<file path="src/rtl/token_engine_pkg.sv">
// shared widths and encodings; weight bytes are packed little endian, byte 0 in the low bits
`default_nettype none

package token_engine_pkg;

    localparam int ADDR_W         = 32; // GLB byte address
    localparam int DATA_W         = 32; // GLB word
    localparam int BYTES_PER_WORD = 4;

    // one GLB word, seen whole for ifmap/opsum or as weight bytes
    typedef union packed {
        logic [DATA_W-1:0]              word;
        logic [BYTES_PER_WORD-1:0][7:0] bytes; // bytes[0] is the LSB
    } glb_word_t;

    // pass sequencing
    typedef enum logic [1:0] {
        IDLE,
        WEIGHT,
        STREAM,
        DONE
    } pass_state_e;

    // owner of a GLB access, kept by the arbiter to steer read data
    typedef enum logic [1:0] {
        WEIGHT_SRC,
        OPSUM_SRC,
        IFMAP_SRC
    } req_src_e;

endpackage

`default_nettype wire

</file>
<file path="src/rtl/weight_loader.sv">
// one read in flight at a time; each word costs a read plus four byte cycles
`default_nettype none

module weight_loader import token_engine_pkg::*; #(
    parameter int LEN_W = 16
) (
    input  logic              clk,
    input  logic              reset_i,
    input  logic              weight_state_i,
    input  logic [ADDR_W-1:0] weight_base_i,  // byte address
    input  logic [LEN_W-1:0]  weight_words_i,
    input  logic              grant_i,
    input  logic              rdata_valid_i,
    input  logic [DATA_W-1:0] glb_read_data_i,
    output logic              req_o,
    output logic [ADDR_W-1:0] addr_o,
    output logic [7:0]        weight_o,
    output logic              weight_valid_o,
    output logic              weight_done_o
);

    localparam int BYTE_W = $clog2(BYTES_PER_WORD);

    logic [LEN_W-1:0]  word_cnt_q; // words granted so far
    logic [BYTE_W-1:0] byte_cnt_q;
    logic              wait_q;     // read granted, data not back yet
    logic              emit_q;     // bytes of word_q going out
    glb_word_t         word_q;
    logic              idle;

    assign idle   = weight_state_i && !wait_q && !emit_q;
    assign req_o  = idle && (word_cnt_q != weight_words_i);
    assign addr_o = weight_base_i + ADDR_W'(word_cnt_q) * ADDR_W'(BYTES_PER_WORD);

    assign weight_o       = word_q.bytes[byte_cnt_q];
    assign weight_valid_o = emit_q;
    assign weight_done_o  = idle && (word_cnt_q == weight_words_i); // cycle after last byte

    always_ff @(posedge clk) begin
        if (reset_i || !weight_state_i) begin
            word_cnt_q <= '0;
            byte_cnt_q <= '0;
            wait_q     <= 1'b0;
            emit_q     <= 1'b0;
        end else begin
            if (grant_i) begin
                word_cnt_q <= word_cnt_q + 1'b1;
                wait_q     <= 1'b1;
            end
            if (rdata_valid_i) begin
                wait_q     <= 1'b0;
                emit_q     <= 1'b1;
                byte_cnt_q <= '0;
            end else if (emit_q) begin
                byte_cnt_q <= byte_cnt_q + 1'b1;
                if (byte_cnt_q == BYTE_W'(BYTES_PER_WORD - 1)) begin
                    emit_q <= 1'b0; // last byte of this word
                end
            end
        end
    end

    always_ff @(posedge clk) begin
        if (rdata_valid_i) begin
            word_q.word <= glb_read_data_i;
        end
    end

endmodule

`default_nettype wire

</file>
<file path="config.mk">
export PLATFORM = sky130hd
export DESIGN_NAME = weight_loader
export DESIGN_NICKNAME = d
export VERILOG_FILES = /design/src/rtl/token_engine_pkg.sv /design/src/rtl/weight_loader.sv
export SDC_FILE = /design/constraint.sdc
export NUM_CORES = 1
export LEC_CHECK = 0
export BUFFER_PORTS_ARGS = -buffer_cell sky130_fd_sc_hd__buf_2
export CORE_AREA = 2 2 82 84
export DETAILED_ROUTE_END_ITERATION = 12
export DIE_AREA = 0 0 84 86
export GPL_ROUTABILITY_DRIVEN = 1
export GPL_TIMING_DRIVEN = 0
export PLACE_DENSITY = 0.84
export SKIP_LAST_GASP = 1
export SYNTH_ARGS = -nofsm -noshare
export SYNTH_HDL_FRONTEND = slang
export SYNTH_SLANG_ARGS = --single-unit
</file>
<file path="constraint.sdc">
create_clock -name clk -period 5.5 [get_ports clk]
set_input_delay 0.275 -clock clk [delete_from_list [all_inputs] [get_ports clk]]
set_output_delay 0.275 -clock clk [all_outputs]
set_load 0.02 [all_outputs]
</file>
* Word-level counts from Yosys, hierarchy flattened *
Cells that the tools add are included.

word-level totals
  logic and storage cells = 26
  register bits = 52
  input bits = 85
  output and inout bits = 43

cells by class
  $lt $le $gt $ge = 1
  $add $sub $neg = 3
  multiplexer cells = 5
  reduce and logical (&&, ||, !) cells = 9
  equality and inequality tests = 3

operators by type and width
  cell                                                        number
  adder 32 x 18 -> 32 bit                                     1
  adder 16 x 1 -> 16 bit, second input constant               1
  binary-select mux 8 bit (select 2 bit)                      1
  == test 16 bit                                              1
  inequality test 16 bit                                      1
  two-way mux 8 bit                                           1
  logical AND 1 bit                                           4
  zero test 1 bit                                             3
  less-than comparator 2 x 3 -> 1 bit, second input constant  1
  two-way mux 1 bit                                           3
  adder 2 x 1 -> 2 bit, second input constant                 1
  == test 2 bit, second input constant                        1
  OR reduction 2 bit                                          1
  logical OR 1 bit                                            1

* Logic depth before layout (Yosys ltp) *
  depth in word-level cells = 4
  mapped depth = 9
  gate-level depth less buffers = 9

* Worst setup path before layout *
Ideal clock, no wire load.

  path type = reg-to-output
  start = reg word_cnt_q[0]
  end = out addr_o[26]
  cell stages (with the launch flop) = 10
  data required time = 5.225 ns
  path buffers = 0
  setup slack = 2.946 ns
  arrival = 2.279 ns
  path through = dfxtp_1 > ha_1 > inv_1 > fa_1 > nand2b_1 > a21o_1 > a21oi_1 > o2bb2ai_1 > nand3_1 > xnor2_1

on the way
  word-level cells in the longest chain between the ends = 1

ends and longest elaborated chain
  what                     line                 source
  from (decl)              weight_loader.sv:24  logic [LEN_W-1:0] word_cnt_q;
  from (signal assigned)   weight_loader.sv:47  word_cnt_q <= word_cnt_q + 1'b1;
  adder 32 x 18 -> 32 bit  weight_loader.sv:33  assign addr_o = weight_base_i + ADDR_W'(word_cnt_q) * ADDR_W'(BYTES_PER_WORD);
  to (decl)                weight_loader.sv:16  output logic [ADDR_W-1:0] addr_o,

Every way passes these cells.

* Worst setup path in the final report *
Same ends and word-level chain as after synthesis.

==> impl_metrics.json <==
{
  "die_h_um": 86,
  "drt-pass1-iter-count": 4,
  "cts_resized": 0,
  "port_buffers": 125,
  "nFillCells": 541,
  "grt_max_degree": 37,
  "cp_max_fo": 5,
  "numCtsBuffers": 5,
  "grt_overflow": 0,
  "grt_pass1_vias": 2561,
  "fin_skew_ns": 0.00469,
  "min_period_ns": 3.10,
  "routed-via-count": 2809,
  "seqPwrFrac_pct": 55.3,
  "ios": 128,
  "fmax_mhz": 322,
  "nets": 552,
  "final_cell_mix": "buf_2, nor2_1, xor2_1, edfxtp_1, nand2_1",
  "clock_latency_ns": 0.30,
  "p_leak_nw": 1.76,
  "wirelength_um": 7460,
  "cp-end-kind": "output pin",
  "post-cts-setup-buffer-count": 0,
  "rsz0062_at_grt": "false",
  "design_area_sq_um": 4070,
  "fin_cells": 526,
  "powerDensity_nw_per_um2": 196,
  "yosys_warnings": 0,
  "syn-cell-area_sq_um": 3250,
  "synth_top_area_share_pct": 29.5,
  "p_sw_mw": 0.211,
  "critical_path_class": "flop to output pin",
  "reg2reg_from": "word_cnt_q[2]$_SDFFE_PP0P_",
  "syn-num-nets": 420,
  "arrival_ns": 2.83,
  "cts.sinks": 52,
  "drc": 0,
  "ys_types": 41,
  "design.core.area_sq_um": 6280,
  "power_mw": 0.798,
  "p_int_mw": 0.588,
  "place_congestion": 0.921,
  "fin_hold_ws_ns": 0.136,
  "cp-startpoint": "word_cnt_q[0]$_SDFFE_PP0P_",
  "syn_to_final_growth_pct": 25.0,
  "fin_util_pct": 64.8,
  "antenna_found_initial": 0,
  "path_clk_slew_ns": 0.10,
  "vdd.ir_drop.worst_mv": 0.251,
  "p_clk_share_pct": 27.4,
  "die_area_sq_um": 7220,
  "required_ns": 5.22,
  "start_kind": "flop",
  "switching_share_pct": 26.4,
  "slew_headroom_pct": 48.8,
  "synth.area.top_cells": "edfxtp_1, dfxtp_1, xor2_1",
  "post-place-ws_ns": 2.73,
  "dr.first_iter.drc_count": 115,
  "p_comb_share_pct": 17.3,
  "layout_setup_ws_ns": 2.40,
  "synth-seq-area-share_pct": 41.8,
  "start_util_pct": 51.8,
  "holdPathStages": 1,
  "fin_crit_sh_pct": 56.4,
  "grt_pass1_wl_um": 11800,
  "setup_viol": 0,
  "synth_top_area_cell": "edfxtp_1",
  "drtAntennaViolNets": 0,
  "drive_gt1_share_pct": 33.6,
  "clk_path_buf_depth": 2,
  "r2r-end": "word_cnt_q[15]$_SDFFE_PP0P_",
  "dpl.cell_count": 518,
  "reg2regPathDepth": 6,
  "track_usage_pct": 20.3,
  "cts_max_level": 2,
  "ys_seq_elements": 52,
  "cts_hold_buf": 0,
  "fp-row-count": 29,
  "syn-instance-count": 316,
  "wire_per_inst_um": 14.2,
  "cts_tree": "done",
  "postPlaceCellArea_sq_um": 3980,
  "finalHoldViolations": 0,
  "cp-endpoint": "addr_o[26]",
  "diodes": 0,
  "routed_via_density": 5.34,
  "dp_hpwl_um": 5920,
  "worst_pin_slew_ns": 0.768,
  "root_buffer": "clkbuf_8",
  "max-cap-violations": 0,
  "avgSynthCellArea_sq_um": 10.3,
  "status": "finished, final reports clean",
  "setup_tns_ns": 0,
  "worst_hold_path_type": "input pin to flop",
  "rrSetupSlack_ns": 3.71,
  "final_common_cell": "buf_2",
  "die_w_um": 84,
  "drv_slew": 0
}
[power by group through the flow]
stage | Clock [mW] | Combinational (mW) | Sequential (mW)
after floorplan | 0 | 0.0739 | 0.449
after global placement | 0 | 0.135 | 0.449
after detailed placement | 0 | 0.138 | 0.451
after CTS | 0.222 | 0.139 | 0.442
after global routing | 0.236 | 0.151 | 0.443
final | 0.219 | 0.138 | 0.442
[how the worst min path moves through the flow]
stage | slack (ns) | start | to
after global routing | 0.12 | glb_read_data_i[17] | word_q[17]$_DFFE_PP_
after floorplan | 0.35 | rdata_valid_i | byte_cnt_q[0]$_SDFFE_PP0P_
after CTS | 0.13 | glb_read_data_i[17] | word_q[17]$_DFFE_PP_
after detailed placement | 0.45 | glb_read_data_i[23] | word_q[23]$_DFFE_PP_
after global placement | 0.45 | glb_read_data_i[8] | word_q[8]$_DFFE_PP_
final | 0.14 | glb_read_data_i[1] | word_q[1]$_DFFE_PP_
[worst max-delay path, cell delays in order, from the launching register on]
cell and delay (ns):
dfxtp_1 0.45, ha_1 0.23, inv_1 0.06, fa_1 0.39
nand2b_1 0.19, a21o_1 0.21, a21oi_1 0.25, o2bb2ai_1 0.27
nand3_1 0.15, xnor2_1 0.15, buf_2 0.18
[cell usage after synthesis, drive strengths merged]
cell type,instances
nor2,34
xor2,33
edfxtp,32
nand2,23
xnor2,22
a21oi,21
dfxtp,20
ha,18
o21ai,12
inv,9
nand3,9
mux4,8
nor3,8
and3,7
nand2b,6
nand4,6
clkbuf,5
nor4,5
a211oi,4
a21o,4
buf,4
o21a,4
nor2b,3
or3,3
a2111oi,2
mux2i,2
o211ai,2
o22ai,2
a21boi,1
a31oi,1
fa,1
nor3b,1
o2bb2ai,1
o41a,1
o41ai,1
or4,1
[cell type report]
| class | instances | area [sq um] | area share (%) |
|---|---|---|---|
| plain buffers | 9 | 43.8 | 1.08 |
| clock buffers | 5 | 68.8 | 1.69 |
| clock inverters | 3 | 22.5 | 0.554 |
| inverters | 9 | 33.8 | 0.831 |
| multi-input cells | 246 | 1810 | 44.6 |
| flip-flops and latches | 52 | 1360 | 33.5 |
| well taps | 77 | 96.3 | 2.37 |
| repair buffers | 125 | 626 | 15.4 |
[cell families (layout without fill, tap and decap cells)]
| kind of cell | after synthesis | in the layout | share of synthesized area [%] |
|---|---|---|---|
| AND/OR/NAND/NOR | 106 | 106 | 16.3 |
| buffers and inverters | 18 | 151 | 2.38 |
| adder cells (fa/ha/maj) | 19 | 19 | 7.54 |
| flip-flops | 52 | 52 | 41.8 |
| AO/OA/AOI/OAI | 56 | 56 | 11.0 |
| XOR/XNOR | 55 | 55 | 14.8 |
| multiplexers | 10 | 10 | 6.15 |
[routing by layer]
| metal | GRT usage [%] | wire length (um) |
|---|---|---|
| met5 | 0 | 0 |
| met4 | 5.43 | 140 |
| met1 | 26.3 | 3110 |
| met2 | 35.5 | 3800 |
| met3 | 3.27 | 412 |
[state kept, by name, summed over array words and instances (netlist names)]
name / cells
word_q: 32
word_cnt_q: 16
byte_cnt_q: 2
wait_q: 1
weight_valid_o: 1
Note: power is estimated with default switching activity, not from simulation.
