==> src/rtl/token_engine_pkg.sv <==
// shared widths and encodings; weight bytes are packed little endian, byte 0 in the low bits
`default_nettype none

package token_engine_pkg;

    localparam int ADDR_W         = 32; // GLB byte address
    localparam int DATA_W         = 32; // GLB word
    localparam int BYTES_PER_WORD = 4;

    // one GLB word, seen whole for ifmap/opsum or as weight bytes
    typedef union packed {
        logic [DATA_W-1:0]              word;
        logic [BYTES_PER_WORD-1:0][7:0] bytes; // bytes[0] is the LSB
    } glb_word_t;

    // pass sequencing
    typedef enum logic [1:0] {
        IDLE,
        WEIGHT,
        STREAM,
        DONE
    } pass_state_e;

    // owner of a GLB access, kept by the arbiter to steer read data
    typedef enum logic [1:0] {
        WEIGHT_SRC,
        OPSUM_SRC,
        IFMAP_SRC
    } req_src_e;

endpackage

`default_nettype wire

==> src/rtl/opsum_drainer.sv <==
// lowest ready lane wins, so a busy low lane can starve higher lanes until it runs dry
`default_nettype none

module opsum_drainer import token_engine_pkg::*; #(
    parameter int NUM_LANES = 4,
    parameter int LEN_W     = 16
) (
    input  logic                             clk,
    input  logic                             reset_i,
    input  logic                             stream_state_i,
    input  logic [ADDR_W-1:0]                opsum_base_i,  // byte address
    input  logic [LEN_W-1:0]                 opsum_len_i,   // words per lane
    input  logic                             grant_i,
    input  logic [NUM_LANES-1:0]             opsum_valid_i, // FWFT not-empty
    input  logic [NUM_LANES-1:0][DATA_W-1:0] opsum_data_i,
    output logic                             req_o,
    output logic [ADDR_W-1:0]                addr_o,
    output logic [DATA_W-1:0]                wdata_o,
    output logic [NUM_LANES-1:0]             opsum_pop_o,
    output logic                             drain_done_o
);

    localparam int LANE_W = (NUM_LANES > 1) ? $clog2(NUM_LANES) : 1;

    logic [NUM_LANES-1:0][LEN_W-1:0] cnt_q; // words written per lane
    logic [NUM_LANES-1:0]            elig;
    logic [LANE_W-1:0]               sel;
    logic                            all_done;
    logic                            drained_q;

    always_comb begin
        sel      = '0;
        all_done = 1'b1;
        for (int l = NUM_LANES - 1; l >= 0; l--) begin
            elig[l]  = stream_state_i && opsum_valid_i[l] && (cnt_q[l] != opsum_len_i);
            all_done = all_done && (cnt_q[l] == opsum_len_i);
            if (elig[l]) begin
                sel = LANE_W'(l); // ends on the lowest one
            end
        end
    end

    assign req_o   = |elig;
    assign addr_o  = opsum_base_i
                   + (ADDR_W'(sel) * ADDR_W'(opsum_len_i) + ADDR_W'(cnt_q[sel]))
                   * ADDR_W'(BYTES_PER_WORD);
    assign wdata_o = opsum_data_i[sel];

    // the write happens in the grant cycle, so pop right then
    assign opsum_pop_o  = grant_i ? (NUM_LANES'(1) << sel) : '0;
    assign drain_done_o = stream_state_i && all_done && !drained_q;

    always_ff @(posedge clk) begin
        if (reset_i || !stream_state_i) begin
            cnt_q     <= '0;
            drained_q <= 1'b0;
        end else begin
            if (grant_i) begin
                cnt_q[sel] <= cnt_q[sel] + 1'b1;
            end
            if (drain_done_o) begin
                drained_q <= 1'b1;
            end
        end
    end

endmodule

`default_nettype wire

==> config.mk <==
export PLATFORM = sky130hd
export DESIGN_NAME = opsum_drainer
export DESIGN_NICKNAME = d
export VERILOG_FILES = /design/src/rtl/token_engine_pkg.sv /design/src/rtl/opsum_drainer.sv
export SDC_FILE = /design/constraint.sdc
export NUM_CORES = 1
export LEC_CHECK = 0
export ABC_AREA = 0
export BUFFER_PORTS_ARGS = -buffer_cell sky130_fd_sc_hd__buf_4
export CAP_MARGIN = 20
export CORE_UTILIZATION = 40
export CTS_BUF_LIST = sky130_fd_sc_hd__clkbuf_4 sky130_fd_sc_hd__clkbuf_8 sky130_fd_sc_hd__clkbuf_16
export DETAILED_ROUTE_END_ITERATION = 16
export PLACE_DENSITY = 0.66
export SYNTH_ARGS = -nofsm -noshare
export SYNTH_HDL_FRONTEND = slang
export SYNTH_SLANG_ARGS = --single-unit
==> constraint.sdc <==
create_clock -name clk -period 31.8 [get_ports clk]
set_clock_uncertainty 0.2 [all_clocks]
set_input_delay 9.54 -clock clk [delete_from_list [all_inputs] [get_ports clk]]
set_output_delay 9.54 -clock clk [all_outputs]
set_load 0.005 [all_outputs]
---- Word-level counts from Yosys, hierarchy flattened ----
Index checks and enable logic that the tools add are counted.
storage, ports and cells
  bits of input ports ..................... 184
  bits in registers ....................... 65
  latch bits .............................. 0
  logic and storage cells ................. 50
  bits in read-only memories .............. 0
  output and inout port bits .............. 70
  memories ................................ 0
  memory bits (writable) .................. 0
operators by class
  multipliers ............................. 1
  add/sub/neg operators ................... 3
  multiplexer cells ....................... 12
  reductions and logical operators ........ 18
  $lt $le $gt $ge ......................... 2
  bitwise logic cells ..................... 0
  shifts and indexed selects .............. 1
  divide/modulo/power cells ............... 0
  equal/unequal tests ..................... 8
operators by type and width
  kind                                                                                 count
  32-bit binary-select mux with 2-bit select                                           1
  64-bit bitwise mux                                                                   1
  16-bit equality test                                                                 4
  16-bit inequality test                                                               4
  32-bit by 21-bit adder with 32-bit output                                            1
  16-bit binary-select mux with 2-bit select                                           1
  16-bit demux with 2-bit select                                                       1
  16-bit 2-to-1 mux                                                                    2
  32-bit 2-to-1 mux                                                                    1
  18-bit by 16-bit adder with 19-bit output                                            1
  2-bit by 16-bit multiplier with 18-bit output                                        1
  16-bit by 1-bit adder with 16-bit output, second input constant                      1
  1-bit logical AND                                                                    14
  2-bit 2-to-1 mux                                                                     4
  4-bit 2-to-1 mux                                                                     1
  4-bit OR reduction                                                                   1
  1-bit by 2-bit left shift with 4-bit output, first input constant                    1
  2-bit by 3-bit < comparator with 1-bit output, second input constant                 1
  2-bit by 1-bit greater-or-equal comparator with 1-bit output, second input constant  1
  1-bit zero test                                                                      2
  1-bit logical OR                                                                     1

---- Logic depth before layout (Yosys ltp) ----
  depth in word-level cells ............... 11
  mapped depth ............................ 31
  mapped depth without buffers ............ 29

---- Least setup slack after synthesis ----
Ideal clock, no wire load.
  kind .................................... in2out
  start point ............................. in opsum_len_i[13]
  end point ............................... out addr_o[24]
  required time ........................... 22.060 ns
  path slack .............................. 6.400 ns
  stages .................................. 28
  arrival ................................. 15.660 ns
  cell sequence ........................... buf_2 xor2_1 nor4_1 nand4_1 and3_1 buf_2 clkbuf_1 nor3_1 nand2_1 fa_1 inv_1 ha_1 a21o_1 a21oi_1 o21ai_0 a21o_1 a21oi_1 o21ai_0 o41ai_1 o311ai_0 or4_1 nand3_1 ha_1 and3_1 and3_1 o31a_1 o21ai_0 xnor2_1
between the ends
  word-level cells in the longest chain between the ends .. 10
  elaborated cells on any way between the ends .. 17
  classes of those cells .................. add/sub (2); mul (1); eq/ne (4); mux (6); reduce/logical (4)
RTL lines
  item                                                                                                   line                 text
  start: declaration                                                                                     opsum_drainer.sv:12  input logic [LEN_W-1:0] opsum_len_i,
  parallel branches: the longest is 8 deep, another holds 2-bit by 16-bit multiplier with 18-bit output  n/a
  18-bit by 16-bit adder with 19-bit output *                                                            opsum_drainer.sv:45  + (ADDR_W'(sel) * ADDR_W'(opsum_len_i) + ADDR_W'(cnt_q[sel]))
  32-bit by 21-bit adder with 32-bit output *                                                            opsum_drainer.sv:45
  end: declaration                                                                                       opsum_drainer.sv:17  output logic [ADDR_W-1:0] addr_o,
Mark *: on every way between the ends. The select of a mux whose other input is x is not followed.

---- Worst setup path after layout ----
  start point ............................. in opsum_len_i[8]
  end point ............................... out addr_o[24]
Same word-level chain as after synthesis.

==> metrics.md <==
| Metric | Value |
|---|---|
| Synthesized area | 7160 sq um |
| Number of flops mapped to enable cells by yosys | 0 |
| Timing endpoint of the critical path | addr_o[24] |
| Initial core utilization | 41.2% |
| Floorplan row count | between 40 and 50 |
| Yosys cell types | 76 |
| Mean Syn Cell Area | 7.42 sq um |
| Final Hold Fails | 0 |
| Num CTS Buffers | 9 |
| Final Slew Violations | 0 |
| Net Count, Synth | approximately 1.2k |
| Via density | a little under 6 |
| Worst Reg2Reg Path Length in Cells | 10 |
| Most numerous cell on the critical path | o21ai_0 |
| Cts repair resizes | 0 |
| Layout cells sized above 1 | between 20% and 30% |
| Max-Cap Viols | 0 |
| FMAX | about 37 MHz |
| Worst Setup SP | opsum_len_i[8] |
| Clock share of power | 31.2% |
| Worst-Skew Late Latency | 340 ps |
| Post CTS Setup Buffer Count | 0 |
| Worst-path clk slew | roughly 60 ps |
| WP data required | 22060 ps |
| Core area | approximately 17000 sq um |
| Max clock buf depth | 2 |
| CP max-delay cell | or2_2 |
| DP Wirelength | roughly 23000 um |
| Final setup TNS | 0 ps |
| Worst-case vdd ir drop | 0.0225 mV |
| Logic pwr share | between 40% and 50% |
| Final worst path period share | a little under nine tenths |
| Final #Nets | ~1.4k |
| FILL cells | approximately 1.7k |
| Antenna-violating nets left | 0 |
| Max_slew headroom | 27.7% |
| Vias | 8348 |
| Least-Margin Pin Slew | around 1100 ps |
| TritonRoute pass-1 iters | 7 |
| Pwr Density | between 30 and 40 nW/um^2 |
| DIE WIDTH | between 100 and 150 um |
| Net Switching | between 0.1 and 0.15 mW |
| Hold slack | approximately 280 ps |
| Critical path capture point type | output pin |
| Area grow syn2layout | 31.3% |
| DIE HEIGHT | approximately 140 um |
| Net Sw Frac | about a third |
| Synth async-reset ratio | 0% |
| R2r startpoint | cnt_q[40] |
| Worst-path maximum fanout | 47 |
| Status | complete, no violations |
| Top Ports | around 250 |
| RSZ-0062 raised after global routing | false |
| Overall routed net length | ~28000 um |
| R2r setup slk | roughly 26000 ps |
| Worst hold path type | flip-flop to flip-flop |
| Synth Warn # | 0 |
| Critical path startpoint category | primary input |
| Synth Instances | 964 |
| Synth Flop Type | dfxtp_1 |
| DRC Markers | 0 |
| Root Driver | clkbuf_16 |
| Total track usage | between 30% and 40% |
| CTS tree | yes |
| DR WL/cell | 20.3 um |
| Sequential power share | 27.7% |
| Endpoints failing setup | 0 |
| Vias in the first global route | roughly 7.6k |
| First-pass GRT wire length | around 43000 um |
| Initial antenna violation count | 1 |
| IO Port Bufs | 249 |
| Worst path arrival time | ~18000 ps |
| P_int | 0.195 mW |
| Initial drt markers | 908 |
| Routability cong. | about 1 |
| Period minus WS final | ~27000 ps |
| Clock H-tree levels | 3 |
| Largest net degree at the start of global routing | 51 |
| Register area share after synthesis | a little under a fifth |
| Flops & latches, synth | between 60 and 70 |
| Clock sink count | 65 |
| Leak | 4.29 nW |
| R2R Path End | cnt_q[10] |
| CP max stage delay | slightly above 900 ps |
| Setup CP Type | primary input to output pin |
| Hold_buf cts | 0 |
| Area of the die | 18400 sq um |
| GRT Residual Overflow | 0 |
==> power groups by stage <==
| stage | clock network (mW) | registers, mW | logic, mW |
|---|---|---|---|
| 6_report | 0.0927 | 0.0822 | 0.122 |
| 3_5_place_dp | 0 | 0.0840 | 0.122 |
| 4_1_cts | 0.0933 | 0.0822 | 0.122 |
| 2_1_floorplan | 0 | 0.0838 | 0.0644 |
| 3_3_place_gp | 0 | 0.0840 | 0.121 |
| 5_1_grt | 0.0970 | 0.0822 | 0.133 |
==> critical path, delay by kind of cell <==
| kind | cells | cell delay [ps] |
|---|---|---|
| buffers and inverters | 3 | 340 |
| XOR/XNOR | 2 | 280 |
| AO/OA/AOI/OAI | 12 | 3410 |
| AND/OR/NAND/NOR | 7 | 2760 |
| adder cells (fa/ha/maj) | 3 | 1160 |
==> per-stage QoR <==
stage               instances  cell area (sq um)  setup WS (ps)  util (%)  power (mW)
global placement         1386               9110           4970      52.5       0.205
detailed placement       1386               9110           4750      52.5       0.206
CTS                      1402               9390           4730      54.1       0.298
finish                   1404               9400           4550      54.1       0.297
global route             1404               9400           4010      54.1       0.312
floorplan                 964               7160           6400         -       0.148
==> logic make-up after synthesis <==
family | synth area share, %
xor+xnor | 13.1
simple gates | 27.0
flops | 18.2
fa+ha+maj | 11.2
compound gates | 23.1
buf+inv | 7.34
==> worst min path at each step <==
stage               from         to  cells past startpoint
6_report       drained_q  drained_q                      2
2_1_floorplan  drained_q  drained_q                      2
3_5_place_dp   drained_q  drained_q                      2
5_1_grt        drained_q  drained_q                      2
4_1_cts        drained_q  drained_q                      2
3_3_place_gp   drained_q  drained_q                      2
==> layer usage <==
layer,GRT usage [%],wire length [um],vias to the layer above
li1,-,-,3919
met1,38.5,11300,3922
met2,52.3,14000,441
met3,4.04,2130,66
met4,12.2,1020,0
met5,0,0,-
==> area by class of cell <==
| cell class | instances | area [sq um] | area share, % |
|---|---|---|---|
| Tap cell | 225 | 282 | 3.00 |
| Clock inverter | 7 | 53.8 | 0.573 |
| Multi-Input combinational cell | 777 | 5360 | 57.0 |
| Timing Repair Buffer | 260 | 1950 | 20.8 |
| Antenna cell | 1 | 2.50 | 0.0266 |
| Inverter | 60 | 225 | 2.40 |
| Sequential cell | 65 | 1300 | 13.8 |
| Clock buffer | 9 | 225 | 2.40 |
==> Yosys cell counts (10+ instances only) <==
cell      count  area [sq um]
nand2_1     180           676
nand4_1      17           106
fa_1         17           340
and2_1       10          62.6
dfxtp_1      65          1300
nand3_1      80           400
a222oi_1     36           360
ha_1         37           463
buf_2        15          75.1
xor2_1       70           613
a21oi_1      41           205
inv_1        56           210
nor2_1       39           146
xnor2_1      35           307
nor3_1       13          65.1
and3_1       12          75.1
o21ai_0      29           145
nor4_1       17           106
clkbuf_1     35           131
o211ai_1     24           180
==> registers in the layout, summed over array words and instances (netlist names) <==
name       count
drained_q      1
cnt_q         64
==> cells in the final DEF (no fill, tap or decap), types with 29 or more instances in the layout <==
cell type / n
o21ai_0: 29
xor2_1: 70
xnor2_1: 35
dfxtp_1: 65
nor2_1: 38
ha_1: 37
inv_1: 56
nand2_1: 180
a21oi_1: 41
buf_4: 260
a222oi_1: 36
nand3_1: 80
Power figures use the tool's default switching activity.
