[src/rtl/token_engine_pkg.sv]
// shared widths and encodings; weight bytes are packed little endian, byte 0 in the low bits
`default_nettype none

package token_engine_pkg;

    localparam int ADDR_W         = 32; // GLB byte address
    localparam int DATA_W         = 32; // GLB word
    localparam int BYTES_PER_WORD = 4;

    // one GLB word, seen whole for ifmap/opsum or as weight bytes
    typedef union packed {
        logic [DATA_W-1:0]              word;
        logic [BYTES_PER_WORD-1:0][7:0] bytes; // bytes[0] is the LSB
    } glb_word_t;

    // pass sequencing
    typedef enum logic [1:0] {
        IDLE,
        WEIGHT,
        STREAM,
        DONE
    } pass_state_e;

    // owner of a GLB access, kept by the arbiter to steer read data
    typedef enum logic [1:0] {
        WEIGHT_SRC,
        OPSUM_SRC,
        IFMAP_SRC
    } req_src_e;

endpackage

`default_nettype wire

[src/rtl/pass_sequencer.sv]
// pointwise passes only; a pass_start_i outside IDLE is dropped, not queued
`default_nettype none

module pass_sequencer import token_engine_pkg::*; (
    input  logic clk,
    input  logic reset_i,
    input  logic pass_start_i,
    input  logic weight_done_i,
    input  logic feed_done_i,
    input  logic drain_done_i,
    output logic weight_state_o,
    output logic stream_state_o,
    output logic pass_done_o
);

    pass_state_e state_q;
    pass_state_e state_d;
    logic        feed_seen_q;  // feeder finished earlier in this STREAM
    logic        drain_seen_q;
    logic        feed_ok;
    logic        drain_ok;

    // the done pulses may land in different cycles
    assign feed_ok  = feed_seen_q || feed_done_i;
    assign drain_ok = drain_seen_q || drain_done_i;

    always_comb begin
        state_d = state_q;
        case (state_q)
            IDLE: begin
                if (pass_start_i) begin
                    state_d = WEIGHT;
                end
            end
            WEIGHT: begin
                if (weight_done_i) begin
                    state_d = STREAM;
                end
            end
            STREAM: begin
                if (feed_ok && drain_ok) begin
                    state_d = DONE;
                end
            end
            default: begin
                state_d = IDLE; // DONE holds one cycle only
            end
        endcase
    end

    always_ff @(posedge clk) begin
        if (reset_i) begin
            state_q      <= IDLE;
            feed_seen_q  <= 1'b0;
            drain_seen_q <= 1'b0;
        end else begin
            state_q      <= state_d;
            feed_seen_q  <= (state_q == STREAM) && feed_ok;  // cleared outside STREAM
            drain_seen_q <= (state_q == STREAM) && drain_ok;
        end
    end

    assign weight_state_o = (state_q == WEIGHT);
    assign stream_state_o = (state_q == STREAM);
    assign pass_done_o    = (state_q == DONE);

endmodule

`default_nettype wire

[config.mk]
export PLATFORM = sky130hd
export DESIGN_NAME = pass_sequencer
export DESIGN_NICKNAME = d
export VERILOG_FILES = /design/src/rtl/token_engine_pkg.sv /design/src/rtl/pass_sequencer.sv
export SDC_FILE = /design/constraint.sdc
export NUM_CORES = 1
export LEC_CHECK = 0
export BUFFER_PORTS_ARGS = -buffer_cell sky130_fd_sc_hd__buf_2
export CORE_AREA = 2 2 39 41
export CTS_CLUSTER_DIAMETER = 60
export DETAILED_ROUTE_END_ITERATION = 10
export DIE_AREA = 0 0 41 43
export PLACE_DENSITY = 0.41
export SLEW_MARGIN = 10
export SYNTH_ARGS = -nofsm -noshare
export SYNTH_HDL_FRONTEND = slang
export SYNTH_SLANG_ARGS = --single-unit
[constraint.sdc]
create_clock -name clk -period 2 [get_ports clk]
set_input_delay 0.1 -clock clk [delete_from_list [all_inputs] [get_ports clk]]
set_output_delay 0.1 -clock clk [all_outputs]
set_load 0.02 [all_outputs]
## Word level (Yosys, flattened, before mapping)

Index checks and enable logic that the tools add are counted.

- Eq/ne operators: 6
- Reduce and logical (&&, ||, !) cells: 7
- Muxes and demuxes: 4

Operator list:

| cell | number |
|---|---|
| $mux W2 | 3 |
| $pmux W2 S3 | 1 |
| $eq A2 B2 Y1 const B | 2 |
| $ne A2 B2 Y1 const B | 2 |
| $logic_and A1 B1 Y1 | 3 |
| $reduce_and A3 Y1 | 1 |
| $eq A2 B1 Y1 const B | 1 |
| $logic_not A2 Y1 | 1 |
| $logic_or A1 B1 Y1 | 2 |
| $ne A2 B1 Y1 const B | 1 |

- Register bits after elaboration: 4
- Logic and storage cells: 20
- Output and inout port bits: 3

## Depth between registers and ports, before layout

Gate-level depths: netlist of the first run.

- Word-level depth: 4
- Mapped depth: 5

## Worst setup path after synthesis of the first run

No wires, ideal clock.

- Path type: reg-to-reg
- From: register state_q[1]
- To: register state_q[0]
- Clock period less this slack: 1.617 ns
- Arrival: 1.494 ns
- Buffers on the path: 0
- Stages on the path, launching flop included: 5
- Setup time: 0.123 ns
- Slack: 0.383 ns
- Required time: 1.877 ns
- Path through: dfxtp_1 inv_1 ha_1 a222oi_1 mux2_1

- Longest elaborated chain between the ends: 3

Ends and longest elaborated chain:

| what | line | text |
|---|---|---|
| start: declaration | pass_sequencer.sv:16 | `pass_state_e state_q;` |
| start signal: assignment | pass_sequencer.sv:57 | `state_q <= state_d;` |
| $eq A2 B1 Y1 (*) | n/a |  |
| net weight_state_o | pass_sequencer.sv:11 | `output logic weight_state_o,` |
| $ne A2 B2 Y1 (no line) | n/a |  |
| $reduce_and A3 Y1 (no line) | n/a |  |

The timed path passes the listed nets; every way through them passes the cells marked *.
A chain may end at the register's enable or synchronous reset.

## Final worst setup path of the first run

- From: register state_q[1]
- To: register state_q[0]

- Longest elaborated chain between the ends: 3

Ends and longest elaborated chain:

| what | line | text |
|---|---|---|
| $eq A2 B2 Y1, or another cell as far along | pass_sequencer.sv:29 | `case (state_q)` |
| $ne A2 B1 Y1 (no line) or $ne A2 B2 Y1 (tied branches) | n/a |  |
| $reduce_and A3 Y1 (no line) | n/a |  |

Parallel ways exist; a longest one is shown, timed or not.

==> metrics.md, run 1 <==
| Metric | Value |
|---|---|
| Starting density of the core | `0.175` |
| Final Hold Fails | `0` |
| Vias per std cell | `3.89` |
| Worst slew pin tran | `443 ps` |
| Reg clk slew, reported paths | `approximately 40 ps` |
| Row Count | `14` |
| Status | `finished, final reports clean` |
| Setup tns final | `0 ps` |
| Synth Cell Area | `~240 um^2` |
| Max FO, Critical Path | `5` |
| Crit path from | `state_q[1]` |
| Pre-Repair DR Iteration Count | `4` |
| Die Y | `43 um` |
| WHS | `around 110 ps` |
| Final Skew | `slightly below 0.6 ps` |
| R2R depth | `4` |
| Overall power | `~0.41 mW` |
| Rel. slew slack | `0.704` |
| Syn-to-layout area delta | `34.2%` |
| Seq cells post-synth | `4` |
| Sequential share of power | `0.315` |
| Deepest clock path buffer count | `2` |
| Synth Area per Inst | `8.94 um^2` |
| First-pass GRT wire length | `around 630 um` |
| Root buffer cell | `clkbuf_4` |
| HPWL Detailed | `~380 um` |
| Vias in the first global route | `191` |
| Library cells used by synthesis | `10` |
| Antenna-violating nets left | `0` |
| Most common cell after layout, fill and taps aside | `buf_2` |
| Remaining Overflow, GRT | `0` |
| Net Sw Frac | `0.387` |
| DRC violations left | `0` |
| Logic pwr share | `0.442` |
| IO buf count | `8` |
| DR WL/cell | `between 7 and 8 um` |
| Yosys warnings | `0` |
| CTS Sinks | `4` |
| Detailed Route WL | `between 400 and 500 um` |
| Power per cell area | `between 1000 and 1500 nW/um^2` |
| Post-CTS Resized | `0` |
| Worst R2R Setup Slack | `~400 ps` |
| RSZ-0062 raised after global routing | `false` |
| Initial antenna violation count | `0` |
| CP Launch Type | `flip-flop` |
| Fmax | `623 MHz` |
| Crit Path Class | `reg -> reg` |
| Max Cap Viol | `0` |
| Final Critical Period | `1610 ps` |
| Peak supply drop | `between 200 and 300 uV` |
| Endpoints failing setup | `0` |
| CTS Buf Count | `3` |
| Critical Path End | `state_q[0]` |
| Syn_nets | `38` |
| WP data required | `between 2000 and 2500 ps` |
| Final Max Slew Viols | `0` |
| CTS tree | `yes` |
| Clk Latency, worst-skew pair | `roughly 230 ps` |
| Nets@finish | `51` |
| Cell internal pwr | `0.249 mW` |
| Most frequent cells in the layout | `buf_2 (8), nor2_1 (6), ha_1 (5)` |
| Mapped Cells | `27` |
| Worst R2R Start | `state_q[1]` |
| CP arrival | `between 1500 and 2000 ps` |
| Cts hold-fix bufs | `0` |
| Critical Path Sink Type | `flip-flop` |
| Finished Core Util | `0.234` |
| Largest net degree at the start of global routing | `6` |
| LEAKAGE | `0.170 nW` |
| Tot GR Track Use | `0.0613` |
| Sw Pwr | `roughly 0.16 mW` |
| Post CTS Setup Buffer Count | `0` |
| Non-filler cells, final | `54` |
| Reg2Reg Capture Point | `state_q[0]` |
| Die X | `roughly 41 um` |
| Diode count | `0` |
| I/O pins | `9` |
| Final Wtd Congestion | `0.594` |
| Htree depth | `1` |
| Initial drt markers | `2` |
| Period utilization | `0.803` |
| Clock Power Share | `0.242` |
| Seq/Total Area, Yosys | `0.332` |
| Placed Instances | `approximately 50` |
| Via Count | `between 200 and 250` |
| Core area | `1380 um^2` |
| Worst min path class | `in -> reg` |
| Die area | `approximately 1800 um^2` |
| Layout cells sized above 1 | `0.289` |
[power by group through the flow]
stage / clock (mW) / combinational [mW] / sequential [mW]
6_report: 0.0982 / 0.179 / 0.128
4_1_cts: 0.105 / 0.184 / 0.128
3_5_place_dp: 0 / 0.184 / 0.130
5_1_grt: 0.109 / 0.203 / 0.132
2_1_floorplan: 0 / 0.144 / 0.123
3_3_place_gp: 0 / 0.187 / 0.132
[worst max-delay path, stage by stage, from the launching register on]
cell and delay, ps:
dfxtp_1 400, inv_1 90, ha_1 200, a222oi_1 440
mux2_1 360
[cell type report]
class	count	area [um^2]
well taps	16	20.0
fillers	155	1060
inverters	4	15.0
flip-flops and latches	4	80.1
repair buffers	8	40.0
multi-input cells	19	146
clock buffers	3	22.5
[synthesized netlist by cell type (all sizes together)]
cell type,count,share of area
mux2,1,0.047
nor3,1,0.021
ha,5,0.26
mux2i,1,0.041
nand2b,3,0.078
inv,4,0.062
o22ai,1,0.026
a222oi,1,0.041
nor2,6,0.093
dfxtp,4,0.33
[stage by stage]
step	area, um^2	setup WS, ps
after global routing	324	289
after global placement	302	344
after detailed placement	302	382
final	324	395
after CTS	324	376
after floorplan	241	383
[registers in the layout, indices dropped and copies added, names as in the netlist]
register / flops
state_q: 2
feed_seen_q: 1
drain_seen_q: 1
[worst min path at each step]
| stage | endpoint | startpoint | depth (start not counted) |
|---|---|---|---|
| finish | drain_seen_q | drain_done_i | 3 |
| global route | drain_seen_q | drain_done_i | 3 |
| CTS | drain_seen_q | drain_done_i | 3 |
| detailed placement | drain_seen_q | drain_done_i | 3 |
| global placement | feed_seen_q | feed_done_i | 3 |
| floorplan | feed_seen_q | feed_done_i | 2 |
[layer usage]
layer  track usage  vias to the layer above  share of wire
li1              -                      111              -
met3        0.0471                        2           0.10
met4        0.0800                        0          0.012
met5             0                        -              0
met1        0.0419                       92           0.35
met2        0.0844                        5           0.53
[logic make-up (layout without fill, tap and decap cells)]
family                   Yosys count  count (layout)  share of synthesized area
AND/OR/NAND/NOR                   10              10                      0.192
adder cells (fa/ha/maj)            5               5                      0.259
flip-flops                         4               4                      0.332
buffers and inverters              4              15                     0.0622
AO/OA/AOI/OAI                      2               2                     0.0674
multiplexers                       2               2                     0.0881
No activity file was read; power rests on OpenSTA's default activity.
==> run 2, diff against run 1 <==
Clock period 2 ns to 1.6 ns, I/O delays scaled along.
==> run 2 against run 1 <==
  * Clock power increased by 25%
  * Register-to-register slack got worse by 290 ps
  * Sequential power increased by 17%
  * Worst hold slack got worse by 22 ps
  * Clock-buffer cell count unchanged
  * Worst setup slack got worse by 290 ps
  * Critical path type unchanged
==> metrics.md, run 2 (synthesized netlist as in run 1, its figures left out) <==
| Metric | Value |
|---|---|
| Status | `finished, final reports clean` |
| Worst R2R Start | `state_q[0]` |
| Diode count | `0` |
| RSZ-0062 raised after global routing | `false` |
| Met2 wire len | `174 um` |
| Largest net degree at the start of global routing | `6` |
| Most common cell after layout, fill and taps aside | `buf_2` |
| Clk Latency, worst-skew pair | `~230 ps` |
| Pre-Repair DR Iteration Count | `4` |
| Remaining Overflow, GRT | `0` |
| Htree depth | `1` |
| Final Critical Period | `about 1500 ps` |
| Worst slew pin tran | `a little over 400 ps` |
| HPWL Detailed | `slightly below 400 um` |
| Row Count | `14` |
| Vias in the first global route | `178` |
| Top reg by flops | `state_q` |
| Finished Core Util | `0.253` |
| Starting density of the core | `0.175` |
| Hold Startpoint | `feed_done_i` |
| Setup ws final | `about 110 ps` |
| Root buffer cell | `clkbuf_4` |
| Worst slack at placement | `25.2 ps` |
| Crit path from | `state_q[0]` |
| Sequential share of power | `0.265` |
| Initial drt markers | `2` |
| Critical Path Sink Type | `flip-flop` |
| CP Launch Type | `flip-flop` |
| Deepest clock path buffer count | `2` |
| LEAKAGE | `0.184 nW` |
| Final Skew | `between 1.5 and 2 ps` |
| DR WL/cell | `around 8 um` |
| Die Y | `43 um` |
| Crit Path Class | `reg -> reg` |
| Net Sw Frac | `0.368` |
| Final Max Slew Viols | `0` |
| Setup tns final | `0 ps` |
| CTS Buf Count | `3` |
| Max Cap Viol | `0` |
| Final Wtd Congestion | `between 0.6 and 0.7` |
| Power per cell area | `roughly 1600 nW/um^2` |
| Peak supply drop | `703 uV` |
| DRC violations left | `0` |
| Sw Pwr | `~0.21 mW` |
| Worst min path class | `in -> reg` |
| Die X | `around 41 um` |
| WP data required | `about 1700 ps` |
| Detailed Route WL | `450 um` |
| Final Hold Fails | `0` |
| Syn-to-layout area delta | `45.1%` |
| Core area | `between 1000 and 1500 um^2` |
| Rel. slew slack | `0.730` |
| Overall power | `~0.57 mW` |
| Period utilization | `0.933` |
| First-pass GRT wire length | `roughly 640 um` |
| CTS Sinks | `4` |
| Reg clk slew, reported paths | `approximately 40 ps` |
| Number of flip-flops under the largest register name | `2` |
| WL met3 | `roughly 40 um` |
| Most frequent cells in the layout | `buf_2 (8), nor2_1 (6), inv_1 (4), ha_1 (4)` |
| Biggest regs | `state_q (2), drain_seen_q (1), feed_seen_q (1)` |
| Cell internal pwr | `roughly 0.36 mW` |
| Via Count | `between 200 and 250` |
| Clock Power Share | `0.217` |
| Layout cells sized above 1 | `0.390` |
| IO buf count | `8` |
| Nets@finish | `54` |
| Post CTS Setup Buffer Count | `0` |
| M1 WL | `around 240 um` |
| I/O pins | `9` |
| Logic pwr share | `0.518` |
| Die area | `1760 um^2` |
| Initial antenna violation count | `0` |
| Fmax | `between 600 and 700 MHz` |
| Vias per std cell | `between 3 and 4` |
| Top sig layer | `met3` |
| CP arrival | `roughly 1600 ps` |
| Antenna-violating nets left | `0` |
| CTS tree | `yes` |
| Max FO, Critical Path | `4` |
| Tot GR Track Use | `0.0572` |
| Endpoints failing setup | `0` |
[run 2: cell types whose count changed in the layout (fill, tap and decap cells not counted), sizes merged]
cell and delta:
buf +3
[run 2: layout make-up]
type,instances,area [um^2]
Tap cell,16,20.0
Sequential cell,4,81.3
Inverter,4,15.0
Clock buffer,3,22.5
Timing Repair Buffer,11,62.6
Multi-Input combinational cell,19,149
Fill cell,163,1030
[run 2: metrics by stage]
stage	area (um^2)	instances	hold WS, ps
final	350	57	87.2
after global routing	350	57	100
after global placement	327	54	323
after detailed placement	327	54	329
after floorplan	244	27	201
after CTS	349	57	83.3
[run 2: per-layer routing]
| layer | GRT usage | up-vias |
|---|---|---|
| met3 | 0.0314 | 0 |
| met1 | 0.0675 | 84 |
| met4 | 0.0600 | 0 |
| met2 | 0.0656 | 6 |
| li1 | - | 116 |
| met5 | 0 | - |
[run 2: power by group through the flow]
stage / clock [mW] / combinational (mW) / sequential, mW
floorplan: 0 / 0.183 / 0.154
global placement: 0 / 0.300 / 0.150
detailed placement: 0 / 0.297 / 0.149
CTS: 0.131 / 0.297 / 0.148
global route: 0.135 / 0.325 / 0.153
finish: 0.123 / 0.293 / 0.150
[run 2: repair_timing]
action / in CTS / in global routing
hold buffers: 0 / 0
resized for setup: 0 / 1
endpoints found under the setup margin: 0 / 2
[run 2: critical path, stage by stage, from the launching register on]
cell and delay, ps:
dfxtp_2 350, inv_1 70, ha_1 210, a222oi_1 380, mux2_1 360
[run 2: path summary, 6_finish.rpt]
path	end	slack, ps	cells past startpoint
max	state_q[0]	110	4
min	feed_seen_q	90	3
max reg2reg	state_q[0]	110	4
min reg2reg	drain_seen_q	480	2
==> run 3, diff against run 2 <==
Settings changed: PLACE_DENSITY 0.41 to 0.44, SLEW_MARGIN 10 to 20.
==> run 3 against run 2 <==
  * Flip-flop and latch count did not move
  * Clock power barely moved
  * Total power rose by 3.0%
  * Cell count rose by 1.8%
  * Clock-buffer cell count did not move
==> metrics.md, run 3 (synthesized netlist as in run 1, its figures left out) <==
| Metric | Value |
|---|---|
| Fmax | `approximately 650 MHz` |
| Layout cells sized above 1 | `0.381` |
| Tot GR Track Use | `0.0672` |
| Max Cap Viol | `0` |
| Final Critical Period | `about 1500 ps` |
| Overall power | `about 0.58 mW` |
| Final Wtd Congestion | `between 0.6 and 0.7` |
| Deepest clock path buffer count | `2` |
| Die Y | `43 um` |
| Antenna-violating nets left | `0` |
| Biggest regs | `state_q (2), drain_seen_q (1), feed_seen_q (1)` |
| CP Launch Type | `flip-flop` |
| Critical Path End | `state_q[0]` |
| Non-filler cells, final | `58` |
| Top reg by flops | `state_q` |
| Final Max Slew Viols | `0` |
| Rel. slew slack | `0.809` |
| I/O pins | `9` |
| Worst slew pin tran | `287 ps` |
| Finished Core Util | `0.258` |
| Pre-Repair DR Iteration Count | `5` |
| Diode count | `0` |
| Root buffer cell | `clkbuf_4` |
| Worst R2R Setup Slack | `around 72 ps` |
| Most frequent cells in the layout | `buf_2 (8), nor2_1 (6)` |
| Final Cell Area | `about 360 um^2` |
| HPWL Detailed | `around 360 um` |
| CTS tree | `yes` |
| Crit-path cells | `inv_1 -> ha_1 -> a222oi_1 -> buf_4 -> mux2_1` |
| IO buf count | `8` |
| CP max-delay cell | `dfxtp_1` |
| Filler cells | `between 150 and 200` |
| Starting density of the core | `0.175` |
| Number of flip-flops under the largest register name | `2` |
| CTS Sinks | `4` |
| Detailed Route WL | `approximately 430 um` |
| Most common cell after layout, fill and taps aside | `buf_2` |
| Critical Path Stages | `5` |
| Worst R2R Start | `state_q[0]` |
| Reg2Reg Capture Point | `state_q[0]` |
| Via Count | `roughly 220` |
| Row Count | `14` |
| First-pass GRT wire length | `703 um` |
| Vias per std cell | `3.74` |
| Largest net degree at the start of global routing | `6` |
| CTS Buf Count | `3` |
| LEAKAGE | `around 0.19 nW` |
| Initial antenna violation count | `0` |
| Remaining Overflow, GRT | `0` |
| Peak supply drop | `around 340 uV` |
| WP data required | `around 1700 ps` |
| Power per cell area | `around 1600 nW/um^2` |
| Placed Instances | `between 50 and 60` |
| Syn-to-layout area delta | `47.7%` |
| WHS | `between 80 and 90 ps` |
| Max FO, Critical Path | `3` |
| Initial drt markers | `7` |
| Reg clk slew, reported paths | `40 ps` |
| Core area | `between 1000 and 1500 um^2` |
| Htree depth | `1` |
| Clk Latency, worst-skew pair | `~230 ps` |
| Final Skew | `roughly 0.27 ps` |
| Vias in the first global route | `190` |
| Critical Path Sink Type | `flip-flop` |
| Crit Path Class | `reg -> reg` |
| CP arrival | `1640 ps` |
| Worst Path Buf+Inv | `2` |
| Nets@finish | `55` |
| Crit path from | `state_q[0]` |
| DR WL/cell | `~7.4 um` |
| Crit-path max cell delay | `~350 ps` |
| DRC violations left | `0` |
| Status | `finished, final reports clean` |
| Endpoints failing setup | `0` |
| Crit path max-delay family | `flip-flops` |
| Final Hold Fails | `0` |
| Period utilization | `0.955` |
| R2R depth | `5` |
| Cell Area, Placed | `between 300 and 400 um^2` |
| Die area | `between 1500 and 2000 um^2` |
| Worst min path class | `in -> reg` |
| Die X | `approximately 40 um` |
-- run 3: cell count changes in the layout (fill, tap and decap cells not counted) --
cell / previous run / this run
buf_4: 3 / 4
dfxtp_1: 3 / 4
dfxtp_2: 1 / 0
-- run 3: power by group --
group          leakage, nW  internal (mW)  total (mW)  switching [mW]
clock network       0.0138         0.0837       0.122          0.0378
registers           0.0327          0.129       0.149          0.0199
logic                0.142          0.161       0.312           0.150
total                0.188          0.374       0.582           0.208
-- run 3: how the worst min path moves through the flow --
| stage | end | cells after the start | start |
|---|---|---|---|
| detailed placement | feed_seen_q | 3 | feed_done_i |
| global placement | feed_seen_q | 3 | feed_done_i |
| finish | feed_seen_q | 3 | feed_done_i |
| CTS | feed_seen_q | 3 | feed_done_i |
| global route | drain_seen_q | 3 | drain_done_i |
| floorplan | feed_seen_q | 2 | feed_done_i |
-- run 3: repair_timing --
action	4_1_cts	5_1_grt
setup endpoints to repair	0	2
setup buffers	0	1
gates resized for setup	0	0
hold buffers	0	0
-- run 3: metrics by stage --
step	setup TNS (ps)	setup slack [ps]
after floorplan	0	30.2
after global placement	0	36.2
after detailed placement	0	63.8
after CTS	0	56.3
after global routing	-1.81	-1.81
final	0	72.4
-- run 3: layout make-up --
cell class	instances	area, um^2	area share
inverters	4	15.0	0.0421
repair buffers	12	70.1	0.196
flip-flops and latches	4	80.1	0.225
multi-input cells	19	149	0.418
well taps	16	20.0	0.0561
clock buffers	3	22.5	0.0632
-- run 3: worst register-to-register path, delay by kind of cell (launching register included) --
kind / cells / cell delay, ps
muxes: 1 / 300
adders and majority gates: 1 / 210
AOI/OAI and AO/OA: 1 / 290
DFF: 1 / 350
buffers and inverters: 2 / 260
-- run 3: routing by layer --
metal	track usage	vias to the layer above	share of wire
met3	0.0471	0	0.065
met2	0.0781	7	0.47
li1	-	117	-
met5	0	-	0
met4	0.0800	0	0
met1	0.0673	93	0.46
